$ cat src/rtl/slicer_pkg.sv
`default_nettype none

package slicer_pkg;

    //////////////////////////////
    // widths

    localparam int unsigned NUM_LANES = 8;
    localparam int unsigned COORD_W = 12;
    localparam int unsigned Z_W = 14;
    // ids wrap
    localparam int unsigned ID_W = 8;
    localparam int unsigned SCORE_W = 16;
    localparam int unsigned HEALTH_W = 4;
    localparam int unsigned COMBO_W = 3;

    // one bit per lane, used for busy / valid / grant vectors
    typedef logic [NUM_LANES-1:0] lane_vec_t;

    //////////////////////////////
    // game constants

    // spawn depth, 16 ticks to reach the player
    localparam logic [Z_W-1:0] SPAWN_Z = 14'd1600;
    localparam logic [Z_W-1:0] BLOCK_SPEED = 14'd100;
    localparam logic [Z_W-1:0] HIT_ZONE_Z = 14'd400;
    // per axis hit window
    localparam logic [COORD_W-1:0] HIT_RADIUS = 12'd64;
    localparam logic [COORD_W-1:0] MIN_SWING = 12'd16;
    localparam logic [HEALTH_W-1:0] MAX_HEALTH = 4'd4;
    localparam logic [SCORE_W-1:0] SLICE_POINTS = 16'd10;
    localparam logic [COMBO_W-1:0] MAX_COMBO = 3'd4;

    //////////////////////////////
    // enums

    // DIR_ANY only appears on blocks
    typedef enum logic [2:0] {
        DIR_NONE, DIR_UP, DIR_DOWN, DIR_LEFT, DIR_RIGHT, DIR_ANY
    } swing_dir_t;

    typedef enum logic {COLOR_LEFT = 1'b0, COLOR_RIGHT = 1'b1} block_color_t;

    typedef enum logic [1:0] {ST_IDLE, ST_PLAYING, ST_OVER} play_state_t;

    typedef enum logic {EV_MISS, EV_SLICE} lane_event_t;

endpackage

`default_nettype wire

$ cat src/rtl/slicer_ifs.sv
`timescale 1ns/1ns
`default_nettype none

// saber positions plus swing per hand
interface saber_if;
    logic [slicer_pkg::COORD_W-1:0] left_x;
    logic [slicer_pkg::COORD_W-1:0] left_y;
    slicer_pkg::swing_dir_t left_dir;
    logic [slicer_pkg::COORD_W-1:0] right_x;
    logic [slicer_pkg::COORD_W-1:0] right_y;
    slicer_pkg::swing_dir_t right_dir;

    modport tracker(output left_x, left_y, left_dir, right_x, right_y, right_dir);
    modport lane(input left_x, left_y, left_dir, right_x, right_y, right_dir);
endinterface

// scheduler to lane, load is a single cycle pulse
interface lane_load_if;
    logic load;
    logic [slicer_pkg::COORD_W-1:0] x;
    logic [slicer_pkg::COORD_W-1:0] y;
    slicer_pkg::block_color_t color;
    slicer_pkg::swing_dir_t dir;
    logic [slicer_pkg::ID_W-1:0] id;
    logic busy;

    modport sched(output load, x, y, color, dir, id, input busy);
    modport lane(input load, x, y, color, dir, id, output busy);
endinterface

// lane to arbiter, valid/ready
interface lane_event_if;
    logic valid;
    slicer_pkg::lane_event_t kind;
    logic [slicer_pkg::ID_W-1:0] id;
    logic ready;

    modport lane(output valid, kind, id, input ready);
    modport arb(input valid, kind, id, output ready);
endinterface

`default_nettype wire

$ cat src/rtl/saber_tracker.sv
`timescale 1ns/1ns
`default_nettype none

module saber_tracker (
    input wire logic clk_in,
    input wire logic rst_in,
    input wire logic saber_valid,
    input wire logic [slicer_pkg::COORD_W-1:0] left_x,
    input wire logic [slicer_pkg::COORD_W-1:0] left_y,
    input wire logic [slicer_pkg::COORD_W-1:0] right_x,
    input wire logic [slicer_pkg::COORD_W-1:0] right_y,
    saber_if.tracker sab
);

    // low until the first sample is stored
    logic have_sample;

    // swing from old to new point, x wins ties
    function automatic slicer_pkg::swing_dir_t classify(
        input logic [slicer_pkg::COORD_W-1:0] old_x,
        input logic [slicer_pkg::COORD_W-1:0] old_y,
        input logic [slicer_pkg::COORD_W-1:0] new_x,
        input logic [slicer_pkg::COORD_W-1:0] new_y
    );
        logic [slicer_pkg::COORD_W-1:0] dx;
        logic [slicer_pkg::COORD_W-1:0] dy;
        dx = (new_x >= old_x) ? new_x - old_x : old_x - new_x;
        dy = (new_y >= old_y) ? new_y - old_y : old_y - new_y;
        // too small on both axes
        if (dx < slicer_pkg::MIN_SWING && dy < slicer_pkg::MIN_SWING) begin
            return slicer_pkg::DIR_NONE;
        end
        if (dx >= dy) begin
            return (new_x > old_x) ? slicer_pkg::DIR_RIGHT : slicer_pkg::DIR_LEFT;
        end
        // screen y grows downward
        return (new_y > old_y) ? slicer_pkg::DIR_DOWN : slicer_pkg::DIR_UP;
    endfunction

    // sample registers, old value is the previous point
    always_ff @(posedge clk_in) begin
        if (saber_valid) begin
            sab.left_x <= left_x;
            sab.left_y <= left_y;
            sab.right_x <= right_x;
            sab.right_y <= right_y;
        end
    end

    // direction lands together with the new sample, held until the next one
    always_ff @(posedge clk_in) begin
        if (rst_in) begin
            have_sample <= 1'b0;
            sab.left_dir <= slicer_pkg::DIR_NONE;
            sab.right_dir <= slicer_pkg::DIR_NONE;
        end else if (saber_valid) begin
            have_sample <= 1'b1;
            sab.left_dir <= have_sample ?
                classify(sab.left_x, sab.left_y, left_x, left_y) : slicer_pkg::DIR_NONE;
            sab.right_dir <= have_sample ?
                classify(sab.right_x, sab.right_y, right_x, right_y) : slicer_pkg::DIR_NONE;
        end
    end

endmodule

`default_nettype wire

$ cat src/rtl/block_scheduler.sv
`timescale 1ns/1ns
`default_nettype none

module block_scheduler (
    input wire logic clk_in,
    input wire logic rst_in,
    input wire logic playing,
    input wire logic chart_valid,
    input wire logic [slicer_pkg::COORD_W-1:0] chart_x,
    input wire logic [slicer_pkg::COORD_W-1:0] chart_y,
    input wire slicer_pkg::block_color_t chart_color,
    input wire slicer_pkg::swing_dir_t chart_dir,
    output logic chart_ready,
    lane_load_if.sched lanes [slicer_pkg::NUM_LANES]
);

    slicer_pkg::lane_vec_t busy;
    slicer_pkg::lane_vec_t load_q;
    slicer_pkg::lane_vec_t free;
    slicer_pkg::lane_vec_t pick;
    logic accept;

    // entry held for the load cycle, broadcast to all lanes
    logic [slicer_pkg::COORD_W-1:0] x_q;
    logic [slicer_pkg::COORD_W-1:0] y_q;
    slicer_pkg::block_color_t color_q;
    slicer_pkg::swing_dir_t dir_q;
    logic [slicer_pkg::ID_W-1:0] id_q;
    logic [slicer_pkg::ID_W-1:0] next_id;

    // a lane being loaded is not busy yet, so mask it too
    assign free = ~busy & ~load_q;
    // lowest set bit
    assign pick = free & (~free + slicer_pkg::lane_vec_t'(1));
    assign chart_ready = playing && (free != '0);
    assign accept = chart_valid && chart_ready;

    always_ff @(posedge clk_in) begin
        if (rst_in) begin
            load_q <= '0;
            next_id <= '0;
        end else begin
            load_q <= accept ? pick : '0;
            // numbering restarts with every new game
            if (!playing) begin
                next_id <= '0;
            end else if (accept) begin
                next_id <= next_id + slicer_pkg::ID_W'(1);
            end
        end
    end

    always_ff @(posedge clk_in) begin
        if (accept) begin
            x_q <= chart_x;
            y_q <= chart_y;
            color_q <= chart_color;
            dir_q <= chart_dir;
            id_q <= next_id;
        end
    end

    //////////////////////////////
    // per lane hookup
    for (genvar g = 0; g < slicer_pkg::NUM_LANES; g++) begin : g_lane
        assign busy[g] = lanes[g].busy;
        assign lanes[g].load = load_q[g];
        assign lanes[g].x = x_q;
        assign lanes[g].y = y_q;
        assign lanes[g].color = color_q;
        assign lanes[g].dir = dir_q;
        assign lanes[g].id = id_q;
    end

endmodule

`default_nettype wire

$ cat src/rtl/block_lane.sv
`timescale 1ns/1ns
`default_nettype none

module block_lane (
    input wire logic clk_in,
    input wire logic rst_in,
    input wire logic frame_tick,
    lane_load_if.lane ld,
    saber_if.lane sab,
    lane_event_if.lane ev
);

    logic busy;

    // block payload
    logic [slicer_pkg::Z_W-1:0] z;
    logic [slicer_pkg::COORD_W-1:0] bx;
    logic [slicer_pkg::COORD_W-1:0] by;
    slicer_pkg::block_color_t color;
    slicer_pkg::swing_dir_t dir;
    logic [slicer_pkg::ID_W-1:0] id;

    // saber that matches the block color
    logic [slicer_pkg::COORD_W-1:0] sx;
    logic [slicer_pkg::COORD_W-1:0] sy;
    slicer_pkg::swing_dir_t sdir;
    logic [slicer_pkg::COORD_W-1:0] dist_x;
    logic [slicer_pkg::COORD_W-1:0] dist_y;
    logic near;
    logic dir_ok;
    logic active;
    logic hit;
    logic miss;

    always_comb begin
        if (color == slicer_pkg::COLOR_LEFT) begin
            sx = sab.left_x;
            sy = sab.left_y;
            sdir = sab.left_dir;
        end else begin
            sx = sab.right_x;
            sy = sab.right_y;
            sdir = sab.right_dir;
        end
    end

    assign dist_x = (sx >= bx) ? sx - bx : bx - sx;
    assign dist_y = (sy >= by) ? sy - by : by - sy;
    assign near = (dist_x <= slicer_pkg::HIT_RADIUS) && (dist_y <= slicer_pkg::HIT_RADIUS);
    // DIR_ANY wants some real swing
    assign dir_ok = (sdir == dir) ||
                    (dir == slicer_pkg::DIR_ANY && sdir != slicer_pkg::DIR_NONE);

    // holding a block and no event waiting
    assign active = busy && !ev.valid;
    assign hit = active && (z <= slicer_pkg::HIT_ZONE_Z) && near && dir_ok;
    assign miss = active && (z == '0) && !hit;

    assign ld.busy = busy;
    assign ev.id = id;

    //////////////////////////////
    // control
    always_ff @(posedge clk_in) begin
        if (rst_in) begin
            busy <= 1'b0;
            ev.valid <= 1'b0;
        end else if (ld.load) begin
            busy <= 1'b1;
        end else if (ev.valid && ev.ready) begin
            // handshake done, lane free next cycle
            busy <= 1'b0;
            ev.valid <= 1'b0;
        end else if (hit || miss) begin
            ev.valid <= 1'b1;
        end
    end

    //////////////////////////////
    // depth and payload
    always_ff @(posedge clk_in) begin
        if (ld.load) begin
            z <= slicer_pkg::SPAWN_Z;
            bx <= ld.x;
            by <= ld.y;
            color <= ld.color;
            dir <= ld.dir;
            id <= ld.id;
        end else if (active && frame_tick && !hit && z != '0) begin
            // step toward the player, floor at 0
            z <= (z > slicer_pkg::BLOCK_SPEED) ? z - slicer_pkg::BLOCK_SPEED : '0;
        end
        if (hit || miss) begin
            ev.kind <= hit ? slicer_pkg::EV_SLICE : slicer_pkg::EV_MISS;
        end
    end

endmodule

`default_nettype wire

$ cat src/rtl/event_arbiter.sv
`timescale 1ns/1ns
`default_nettype none

module event_arbiter (
    input wire logic clk_in,
    input wire logic rst_in,
    lane_event_if.arb lanes [slicer_pkg::NUM_LANES],
    output logic result_valid,
    output slicer_pkg::lane_event_t result_kind,
    output logic [slicer_pkg::ID_W-1:0] result_id
);

    slicer_pkg::lane_vec_t valid;
    slicer_pkg::lane_vec_t grant;
    slicer_pkg::lane_event_t kind [slicer_pkg::NUM_LANES];
    logic [slicer_pkg::ID_W-1:0] id [slicer_pkg::NUM_LANES];
    slicer_pkg::lane_event_t sel_kind;
    logic [slicer_pkg::ID_W-1:0] sel_id;

    for (genvar g = 0; g < slicer_pkg::NUM_LANES; g++) begin : g_lane
        assign valid[g] = lanes[g].valid;
        assign kind[g] = lanes[g].kind;
        assign id[g] = lanes[g].id;
        assign lanes[g].ready = grant[g];
    end

    // fixed priority, lane 0 first, one grant at most
    assign grant = valid & (~valid + slicer_pkg::lane_vec_t'(1));

    // one hot mux of the granted event
    always_comb begin
        sel_kind = slicer_pkg::EV_MISS;
        sel_id = '0;
        for (int unsigned i = 0; i < slicer_pkg::NUM_LANES; i++) begin
            if (grant[i]) begin
                sel_kind = kind[i];
                sel_id = id[i];
            end
        end
    end

    always_ff @(posedge clk_in) begin
        if (rst_in) begin
            result_valid <= 1'b0;
        end else begin
            result_valid <= |grant;
        end
    end

    always_ff @(posedge clk_in) begin
        if (|grant) begin
            result_kind <= sel_kind;
            result_id <= sel_id;
        end
    end

endmodule

`default_nettype wire

$ cat src/rtl/game_state.sv
`timescale 1ns/1ns
`default_nettype none

module game_state (
    input wire logic clk_in,
    input wire logic rst_in,
    input wire logic start,
    input wire logic result_valid,
    input wire slicer_pkg::lane_event_t result_kind,
    output logic playing,
    output logic game_over,
    output logic [slicer_pkg::SCORE_W-1:0] score,
    output logic [slicer_pkg::HEALTH_W-1:0] health,
    output logic [slicer_pkg::COMBO_W-1:0] combo
);

    slicer_pkg::play_state_t state;

    // slice value grows with the current combo
    logic [slicer_pkg::SCORE_W-1:0] points;

    assign points = slicer_pkg::SLICE_POINTS *
                    (slicer_pkg::SCORE_W'(combo) + slicer_pkg::SCORE_W'(1));

    assign playing = (state == slicer_pkg::ST_PLAYING);
    assign game_over = (state == slicer_pkg::ST_OVER);

    //////////////////////////////
    // play FSM
    always_ff @(posedge clk_in) begin
        if (rst_in) begin
            state <= slicer_pkg::ST_IDLE;
            score <= '0;
            health <= slicer_pkg::MAX_HEALTH;
            combo <= '0;
        end else begin
            case (state)
                slicer_pkg::ST_IDLE, slicer_pkg::ST_OVER: begin
                    // fresh game, events here are ignored
                    if (start) begin
                        state <= slicer_pkg::ST_PLAYING;
                        score <= '0;
                        health <= slicer_pkg::MAX_HEALTH;
                        combo <= '0;
                    end
                end
                slicer_pkg::ST_PLAYING: begin
                    if (result_valid) begin
                        if (result_kind == slicer_pkg::EV_SLICE) begin
                            // score wraps
                            score <= score + points;
                            if (combo != slicer_pkg::MAX_COMBO) begin
                                combo <= combo + slicer_pkg::COMBO_W'(1);
                            end
                        end else begin
                            combo <= '0;
                            health <= health - slicer_pkg::HEALTH_W'(1);
                            // last life gone
                            if (health == slicer_pkg::HEALTH_W'(1)) begin
                                state <= slicer_pkg::ST_OVER;
                            end
                        end
                    end
                end
                default: begin
                    state <= slicer_pkg::ST_IDLE;
                end
            endcase
        end
    end

endmodule

`default_nettype wire

$ cat src/rtl/beat_slicer_top.sv
`timescale 1ns/1ns
`default_nettype none

module beat_slicer_top (
    input wire logic clk_in,
    input wire logic rst_in,
    // chart entries
    input wire logic chart_valid,
    output logic chart_ready,
    input wire logic [slicer_pkg::COORD_W-1:0] chart_x,
    input wire logic [slicer_pkg::COORD_W-1:0] chart_y,
    input wire slicer_pkg::block_color_t chart_color,
    input wire slicer_pkg::swing_dir_t chart_dir,
    // hand samples, one point per saber
    input wire logic saber_valid,
    input wire logic [slicer_pkg::COORD_W-1:0] left_x,
    input wire logic [slicer_pkg::COORD_W-1:0] left_y,
    input wire logic [slicer_pkg::COORD_W-1:0] right_x,
    input wire logic [slicer_pkg::COORD_W-1:0] right_y,
    input wire logic start,
    input wire logic frame_tick,
    // results and game status
    output logic result_valid,
    output slicer_pkg::lane_event_t result_kind,
    output logic [slicer_pkg::ID_W-1:0] result_id,
    output logic [slicer_pkg::SCORE_W-1:0] score,
    output logic [slicer_pkg::HEALTH_W-1:0] health,
    output logic [slicer_pkg::COMBO_W-1:0] combo,
    output logic game_over
);

    logic playing;

    saber_if sab();
    lane_load_if lane_ld [slicer_pkg::NUM_LANES] ();
    lane_event_if lane_ev [slicer_pkg::NUM_LANES] ();

    //////////////////////////////
    // front end
    saber_tracker saber_tracker_inst (
        .clk_in(clk_in), .rst_in(rst_in), .saber_valid(saber_valid),
        .left_x(left_x), .left_y(left_y), .right_x(right_x), .right_y(right_y),
        .sab(sab)
    );

    block_scheduler block_scheduler_inst (
        .clk_in(clk_in), .rst_in(rst_in), .playing(playing),
        .chart_valid(chart_valid), .chart_x(chart_x), .chart_y(chart_y),
        .chart_color(chart_color), .chart_dir(chart_dir),
        .chart_ready(chart_ready), .lanes(lane_ld)
    );

    // lane trackers
    for (genvar g = 0; g < slicer_pkg::NUM_LANES; g++) begin : g_lane
        block_lane block_lane_inst (
            .clk_in(clk_in), .rst_in(rst_in), .frame_tick(frame_tick),
            .ld(lane_ld[g]), .sab(sab), .ev(lane_ev[g])
        );
    end

    //////////////////////////////
    // back end
    event_arbiter event_arbiter_inst (
        .clk_in(clk_in), .rst_in(rst_in), .lanes(lane_ev),
        .result_valid(result_valid), .result_kind(result_kind), .result_id(result_id)
    );

    game_state game_state_inst (
        .clk_in(clk_in), .rst_in(rst_in), .start(start),
        .result_valid(result_valid), .result_kind(result_kind),
        .playing(playing), .game_over(game_over),
        .score(score), .health(health), .combo(combo)
    );

endmodule

`default_nettype wire

$ cat config.mk
export PLATFORM = sky130hd
export DESIGN_NAME = beat_slicer_top
export DESIGN_NICKNAME = d
export VERILOG_FILES = /design/src/rtl/slicer_pkg.sv /design/src/rtl/slicer_ifs.sv /design/src/rtl/saber_tracker.sv /design/src/rtl/block_scheduler.sv /design/src/rtl/block_lane.sv /design/src/rtl/event_arbiter.sv /design/src/rtl/game_state.sv /design/src/rtl/beat_slicer_top.sv
export SDC_FILE = /design/constraint.sdc
export NUM_CORES = 2
export LEC_CHECK = 0
export BUFFER_PORTS_ARGS = -buffer_cell sky130_fd_sc_hd__buf_2
export CAP_MARGIN = 25
export CELL_PAD_IN_SITES_DETAIL_PLACEMENT = 1
export CELL_PAD_IN_SITES_GLOBAL_PLACEMENT = 1
export CORE_AREA = 5 5 393 395
export DETAILED_ROUTE_END_ITERATION = 7
export DIE_AREA = 0 0 398 400
export GPL_TIMING_DRIVEN = 1
export PLACE_DENSITY = 0.74
export SLEW_MARGIN = 20
export SYNTH_ARGS = -nofsm -noshare
export SYNTH_HDL_FRONTEND = slang
export SYNTH_HIERARCHICAL = 1
export SYNTH_SLANG_ARGS = --single-unit
$ cat constraint.sdc
create_clock -name clk_in -period 4.28 [get_ports clk_in]
set_input_delay 0.428 -clock clk_in [delete_from_list [all_inputs] [get_ports clk_in]]
set_output_delay 0.428 -clock clk_in [all_outputs]
set_load 0.005 [all_outputs]
After elaboration in Yosys (flattened, before gate mapping)
Cells that the tools add are included.

storage, ports and cells
  bits in registers = 566
  bits of input ports = 82
  output and inout bits = 35
  word-level logic and storage cells = 599

operators by class
  $add $sub $neg = 55
  $mul = 1
  $lt $le $gt $ge = 62
  equal/unequal tests = 26
  mux-type cells = 154
  bitwise logic cells = 17
  reduce and logical (&&, ||, !) cells = 191

operator list
  kind                     number
  $sub A12 B12 Y12         40
  $mux W12                 36
  $ge A12 B12 Y1           22
  $le A12 B7 Y1 const B    16
  $gt A14 B7 Y1 const B    8
  $le A14 B9 Y1 const B    8
  $logic_not A14 Y1        8
  $mux W14                 8
  $reduce_bool A14 Y1      8
  $sub A14 B7 Y14 const B  8
  $logic_and A1 B1 Y1      100
  $mux W3                  24
  $mux W8                  8
  $mux W1                  62
  $gt A12 B12 Y1           4
  $lt A12 B5 Y1 const B    4
  $mux W16                 3
  $reduce_bool A2 Y1       17
  $not A8 Y8               4
  $pmux W16 S2             1
  $add A8 B1 Y8 const B    3
  $and A8 B8 Y8            3
  $eq A3 B3 Y1             8
  $eq A3 B3 Y1 const B     8
  other kinds (27)         95

Logic depth before layout (Yosys ltp)
  word-level depth = 13
  depth in mapped cells = 21

By module
The synthesis kept the hierarchy.

modules (own cells, without submodules)
  module                                      instances  cells each  area an instance (um^2)  seq. area each (um^2)
  block_lane (g_lane[1].block_lane_inst ...)  5          580         5036.1                   1391.3
  block_lane (g_lane[0].block_lane_inst ...)  3          530         4697.0                   1391.3
  saber_tracker                               1          791         6796.5                   1581.5
  block_scheduler                             1          362         3664.8                   1401.3
  game_state                                  1          186         1566.5                   480.5
  event_arbiter                               1          133         1039.7                   290.3

Worst setup path after synthesis
No wires, ideal clock.

  kind = register -> register
  start point = register g_lane[0].block_lane_inst.color
  end point = register g_lane[0].block_lane_inst/z[9] (netlist name)
  arrival time = 4.546 ns
  data required time = 4.160 ns
  setup slack = -0.386 ns
  stages on the path, launching flop included = 18
  period minus slack after synthesis = 4.666 ns
  cell sequence = edfxtp_1 > clkbuf_1 > buf_1 > mux2i_1 > inv_1 > ha_1 > buf_6 > and2_4 > nor2b_4 > a31o_2 > or4_4 > and3_1 > mux2i_1 > a31o_2 > or4_4 > nor4_4 > nor4_2 > a211o_1

on the way
  cells in the longest elaborated chain, start to end = 10

RTL lines
  item                                      RTL line                            text
  start: declaration                        block_lane.sv:19                    slicer_pkg::block_color_t color;
  start signal: assignment                  block_lane.sv:86                    color <= ld.color;
  $mux W12                                  block_lane.sv:36                    if (color == slicer_pkg::COLOR_LEFT) begin
  $sub A12 B12 Y12 (tied with other cells)  block_lane.sv:47                    assign dist_x = (sx >= bx) ? sx - bx : bx - sx;
  $mux W12, on equally long branches        block_lane.sv:47, block_lane.sv:48
  $le A12 B7 Y1                             block_lane.sv:49                    assign near = (dist_x <= slicer_pkg::HIT_RADIUS) && (dist_y <= slicer_pkg::HIT_RADIUS);
  $logic_and A1 B1 Y1                       block_lane.sv:49
  $logic_and A1 B1 Y1                       block_lane.sv:56                    assign hit = active && (z <= slicer_pkg::HIT_ZONE_Z) && near && dir_ok;
  $logic_and A1 B1 Y1 *                     block_lane.sv:56
  net g_lane[0].block_lane_inst.hit         block_lane.sv:32                    logic hit;
  $logic_not A1 Y1 *                        block_lane.sv:89                    end else if (active && frame_tick && !hit && z != '0) begin
  $logic_and A1 B1 Y1 * (2 in series)       block_lane.sv:89
  end signal: assignment                    block_lane.sv:83                    z <= slicer_pkg::SPAWN_Z;
  end signal: assignment                    block_lane.sv:91                    z <= (z > slicer_pkg::BLOCK_SPEED) ? z - slicer_pkg::BLOCK_SPEED : '0;
  end: declaration                          block_lane.sv:16                    logic [slicer_pkg::Z_W-1:0] z;

The timed path passes the listed nets; every way through them passes the cells marked *.
A chain may end at the register's enable or synchronous reset.

Worst setup path after layout
  start point = register g_lane[2].block_lane_inst.color
  end point = register g_lane[2].block_lane_inst/z[9] (netlist name)

on the way
  cells in the longest elaborated chain, start to end = 10

RTL lines
  item                                      RTL line
  start: declaration                        block_lane.sv:19
  start signal: assignment                  block_lane.sv:86
  $mux W12                                  block_lane.sv:36
  $sub A12 B12 Y12 (tied with other cells)  block_lane.sv:47
  $mux W12, on equally long branches        block_lane.sv:47, block_lane.sv:48
  $le A12 B7 Y1                             block_lane.sv:49
  $logic_and A1 B1 Y1                       block_lane.sv:49
  $logic_and A1 B1 Y1                       block_lane.sv:56
  $logic_and A1 B1 Y1 *                     block_lane.sv:56
  net g_lane[2].block_lane_inst.hit         block_lane.sv:32
  $logic_not A1 Y1 *                        block_lane.sv:89
  $logic_and A1 B1 Y1 * (2 in series)       block_lane.sv:89
  end signal: assignment                    block_lane.sv:83
  end signal: assignment                    block_lane.sv:91
  end: declaration                          block_lane.sv:16

Marked as above.

==> flow_metrics.env <==
export IMPL_status="finished with violations"
export IMPL_violations="negative setup slack"
export IMPL_final_max_slew_viol_count=0
export IMPL_dieWidth_um=398
export IMPL_cp_start_kind="flop"
export IMPL_worstPathMaxFanout=6
export IMPL_finalWorstSetupSlack_ns=-0.605
export IMPL_setup_viol=119
export IMPL_clockRootBuffer="clkbuf_16"
export IMPL_cts_htree_levels=3
export IMPL_numCtsBuffers=72
export IMPL_syn_to_final_growth_pct=37.6
export IMPL_tightest_slew_ns=1.17
export IMPL_layout_common_cells="buf_4, inv_1, ha_1, edfxtp_1, a21oi_1"
export IMPL_grt_ovfl_total=0
export IMPL_grt_max_degree=56
export IMPL_hold_path_class="input pin to flop"
export IMPL_finClkSkew_ns=0.0519
export IMPL_netlist_area_mm2=0.0523
export IMPL_seq_area_frac_synth=0.284
export IMPL_wirelength_um=250000
export IMPL_clockBufferDepth=3
export IMPL_vias=55720
export IMPL_hpwl_um=154000
export IMPL_synth_area_per_cell_um2=8.78
export IMPL_fin_crit_ns=4.89
export IMPL_ios=117
export IMPL_drt_pass1_iter_count=6
export IMPL_cp_data_required_time_ns=4.87
export IMPL_rows=143
export IMPL_numClockSinks=549
export IMPL_grt_first_pass_wirelength_um=332000
export IMPL_cap_violations=0
export IMPL_drive_gt1_frac=0.346
export IMPL_drc=0
export IMPL_dp_worst_setup_slack_ns=-0.393
export IMPL_syn_inst=5962
export IMPL_synth_nets=6594
export IMPL_synth_seq_cells=549
export IMPL_worst_ep_arrival_time_ns=5.48
export IMPL_cts_tree="yes"
export IMPL_fmax_ghz=0.205
export IMPL_gp_congestion=0.964
export IMPL_die_height_um=400
export IMPL_core_mm2=0.151
export IMPL_async_flop_share=0
export IMPL_dr_first_iter_drc_count=5208
export IMPL_power_density_mw_per_mm2=288
export IMPL_final_common_cell="buf_4"
export IMPL_clock_latency_ns=0.72
export IMPL_wl_per_cell_um=27.6
export IMPL_leakagePower_nw=30.1
export IMPL_track_usage=0.264
export IMPL_rsz0062_at_grt="true"
export IMPL_hold_viol=0
export IMPL_grt_pass1_vias=55851
export IMPL_finalCritPeriodShare=1.14
export IMPL_nNetsFinal=7561
export IMPL_cp_end_kind="flop"
export IMPL_clk_pin_slew_ns=0.06
export IMPL_initial_utilization=0.347
export IMPL_worstSetupPathType="flop to flop"
export IMPL_die_area_mm2=0.159
export IMPL_final_util=0.477
export IMPL_peakVddDrop_uv=314
export IMPL_netlist_cell_type_count=116
export IMPL_antenna_found_initial=12
export IMPL_hold_ws_ns=0.0273
export IMPL_via_per_inst=6.17
export IMPL_max_slew_margin=0.219
export IMPL_portBuffers=115
export IMPL_synthFlopType="edfxtp_1"
export IMPL_ys_warn_count=6
export IMPL_drtAntennaViolNets=0
export IMPL_synth_edf_count=389
==> worst max-delay path, stage by stage, from the launching register on <==
cell	delay, ns
edfxtp_1	0.49
buf_12	0.20
buf_4	0.15
mux2i_1	0.44
inv_1	0.11
ha_1	0.37
nand2_4	0.08
nor3_4	0.28
a31oi_4	0.15
nand2_2	0.16
mux2_4	0.33
xnor2_2	0.21
buf_4	0.15
o2111ai_2	0.12
or4_4	0.57
nor4_4	0.41
buf_12	0.19
nor4_4	0.06
a211o_1	0.27
==> synth_stat cells (all sizes together) (78+ instances only) <==
library cell | number | area [um2]
nor3 | 149 | 781
o31ai | 105 | 838
edfxtp | 389 | 11700
nand4 | 85 | 532
nor2 | 316 | 1200
inv | 577 | 2170
ha | 540 | 6760
a31oi | 87 | 544
a21oi | 471 | 2490
dfxtp | 160 | 3200
nand2 | 431 | 1650
nand3 | 156 | 786
mux2i | 273 | 2730
nor2b | 92 | 636
o21ai | 220 | 1130
buf | 409 | 2830
a21o | 107 | 805
a211oi | 78 | 611
==> final cells by class <==
type,instances,area [um2]
Fill cell,16774,78800
Multi-Input combinational cell,4363,38300
Clock inverter,44,548
Clock buffer,89,1880
Sequential cell,549,14900
Antenna cell,13,32.5
Inverter,581,2190
Tap cell,2030,2540
Timing Repair Buffer,1362,11600
==> sequential cells by signal, summed over array words and instances, names as in the netlist, 12 cells and up <==
name,count
saber_tracker_inst/sab.left_x,12
saber_tracker_inst/sab.right_x,12
g_lane.block_lane_inst/ev.id,64
game_state_inst/score,15
saber_tracker_inst/sab.left_y,12
g_lane.block_lane_inst/bx,96
g_lane.block_lane_inst/dir,24
block_scheduler_inst/lanes.x,12
g_lane.block_lane_inst/by,96
block_scheduler_inst/lanes.y,12
saber_tracker_inst/sab.right_y,12
g_lane.block_lane_inst/z,96
==> metal layers <==
metal  vias to the layer above  track usage  wire [um]  share of wire
met2                      3024        0.443     115000           0.46
met4                         6        0.142      20300          0.081
met5                         -            0         44        0.00018
met3                      1225       0.0478      21800          0.087
li1                      23817            -          -              -
met1                     27648        0.322      92900           0.37
==> what timing repair did <==
item / 4_1_cts / 5_1_grt
setup buffers: 129 / 91
gates cloned: 19 / 3
endpoints found under the hold margin: 62 / 0
pin swaps: 132 / 217
endpoints found under the setup margin: 120 / 124
resized for setup: 644 / 599
hold buffers: 62 / 0
==> stage by stage <==
stage,TNS (ns),power [mW],area (um2),std cells
floorplan,-0.0280,9.85,52400,5962
global placement,-10.36,12.2,60300,8586
detailed placement,-22.04,12.4,60300,8586
CTS,-2.90,19.6,68100,8928
global route,-45.85,21.4,72000,9019
finish,-39.01,20.7,72000,9031
==> cells by family (layout without fill, tap and decap cells) <==
kind of cell | count (synthesis) | in the layout | share of synthesized area
buffers and inverters | 1057 | 2076 | 0.101
other | 1 | 14 | 0.0000716
AO/OA/AOI/OAI | 1624 | 1626 | 0.218
multiplexers | 317 | 317 | 0.0617
AND/OR/NAND/NOR | 1747 | 1752 | 0.182
XOR/XNOR | 117 | 117 | 0.0200
flip-flops | 549 | 549 | 0.284
adder cells (fa/ha/maj) | 550 | 550 | 0.133
==> worst paths after layout <==
path	from	to	slack (ns)	cells past startpoint
setup / recovery	g_lane[2].block_lane_inst/color	g_lane[2].block_lane_inst/z[9]	-0.61	18
hold / removal	right_x[7]	saber_tracker_inst/sab.right_x[7]	0.03	2
setup reg to reg	g_lane[2].block_lane_inst/color	g_lane[2].block_lane_inst/z[9]	-0.61	18
hold reg to reg	block_scheduler_inst/next_id[7]	block_scheduler_inst/lanes[0].id[7]	0.47	0
==> power breakdown <==
part	total, mW	internal, mW	switching, mW
registers	6.13	5.86	0.278
logic	8.04	3.51	4.53
clock network	6.54	3.72	2.82
Power figures use the tool's default switching activity.
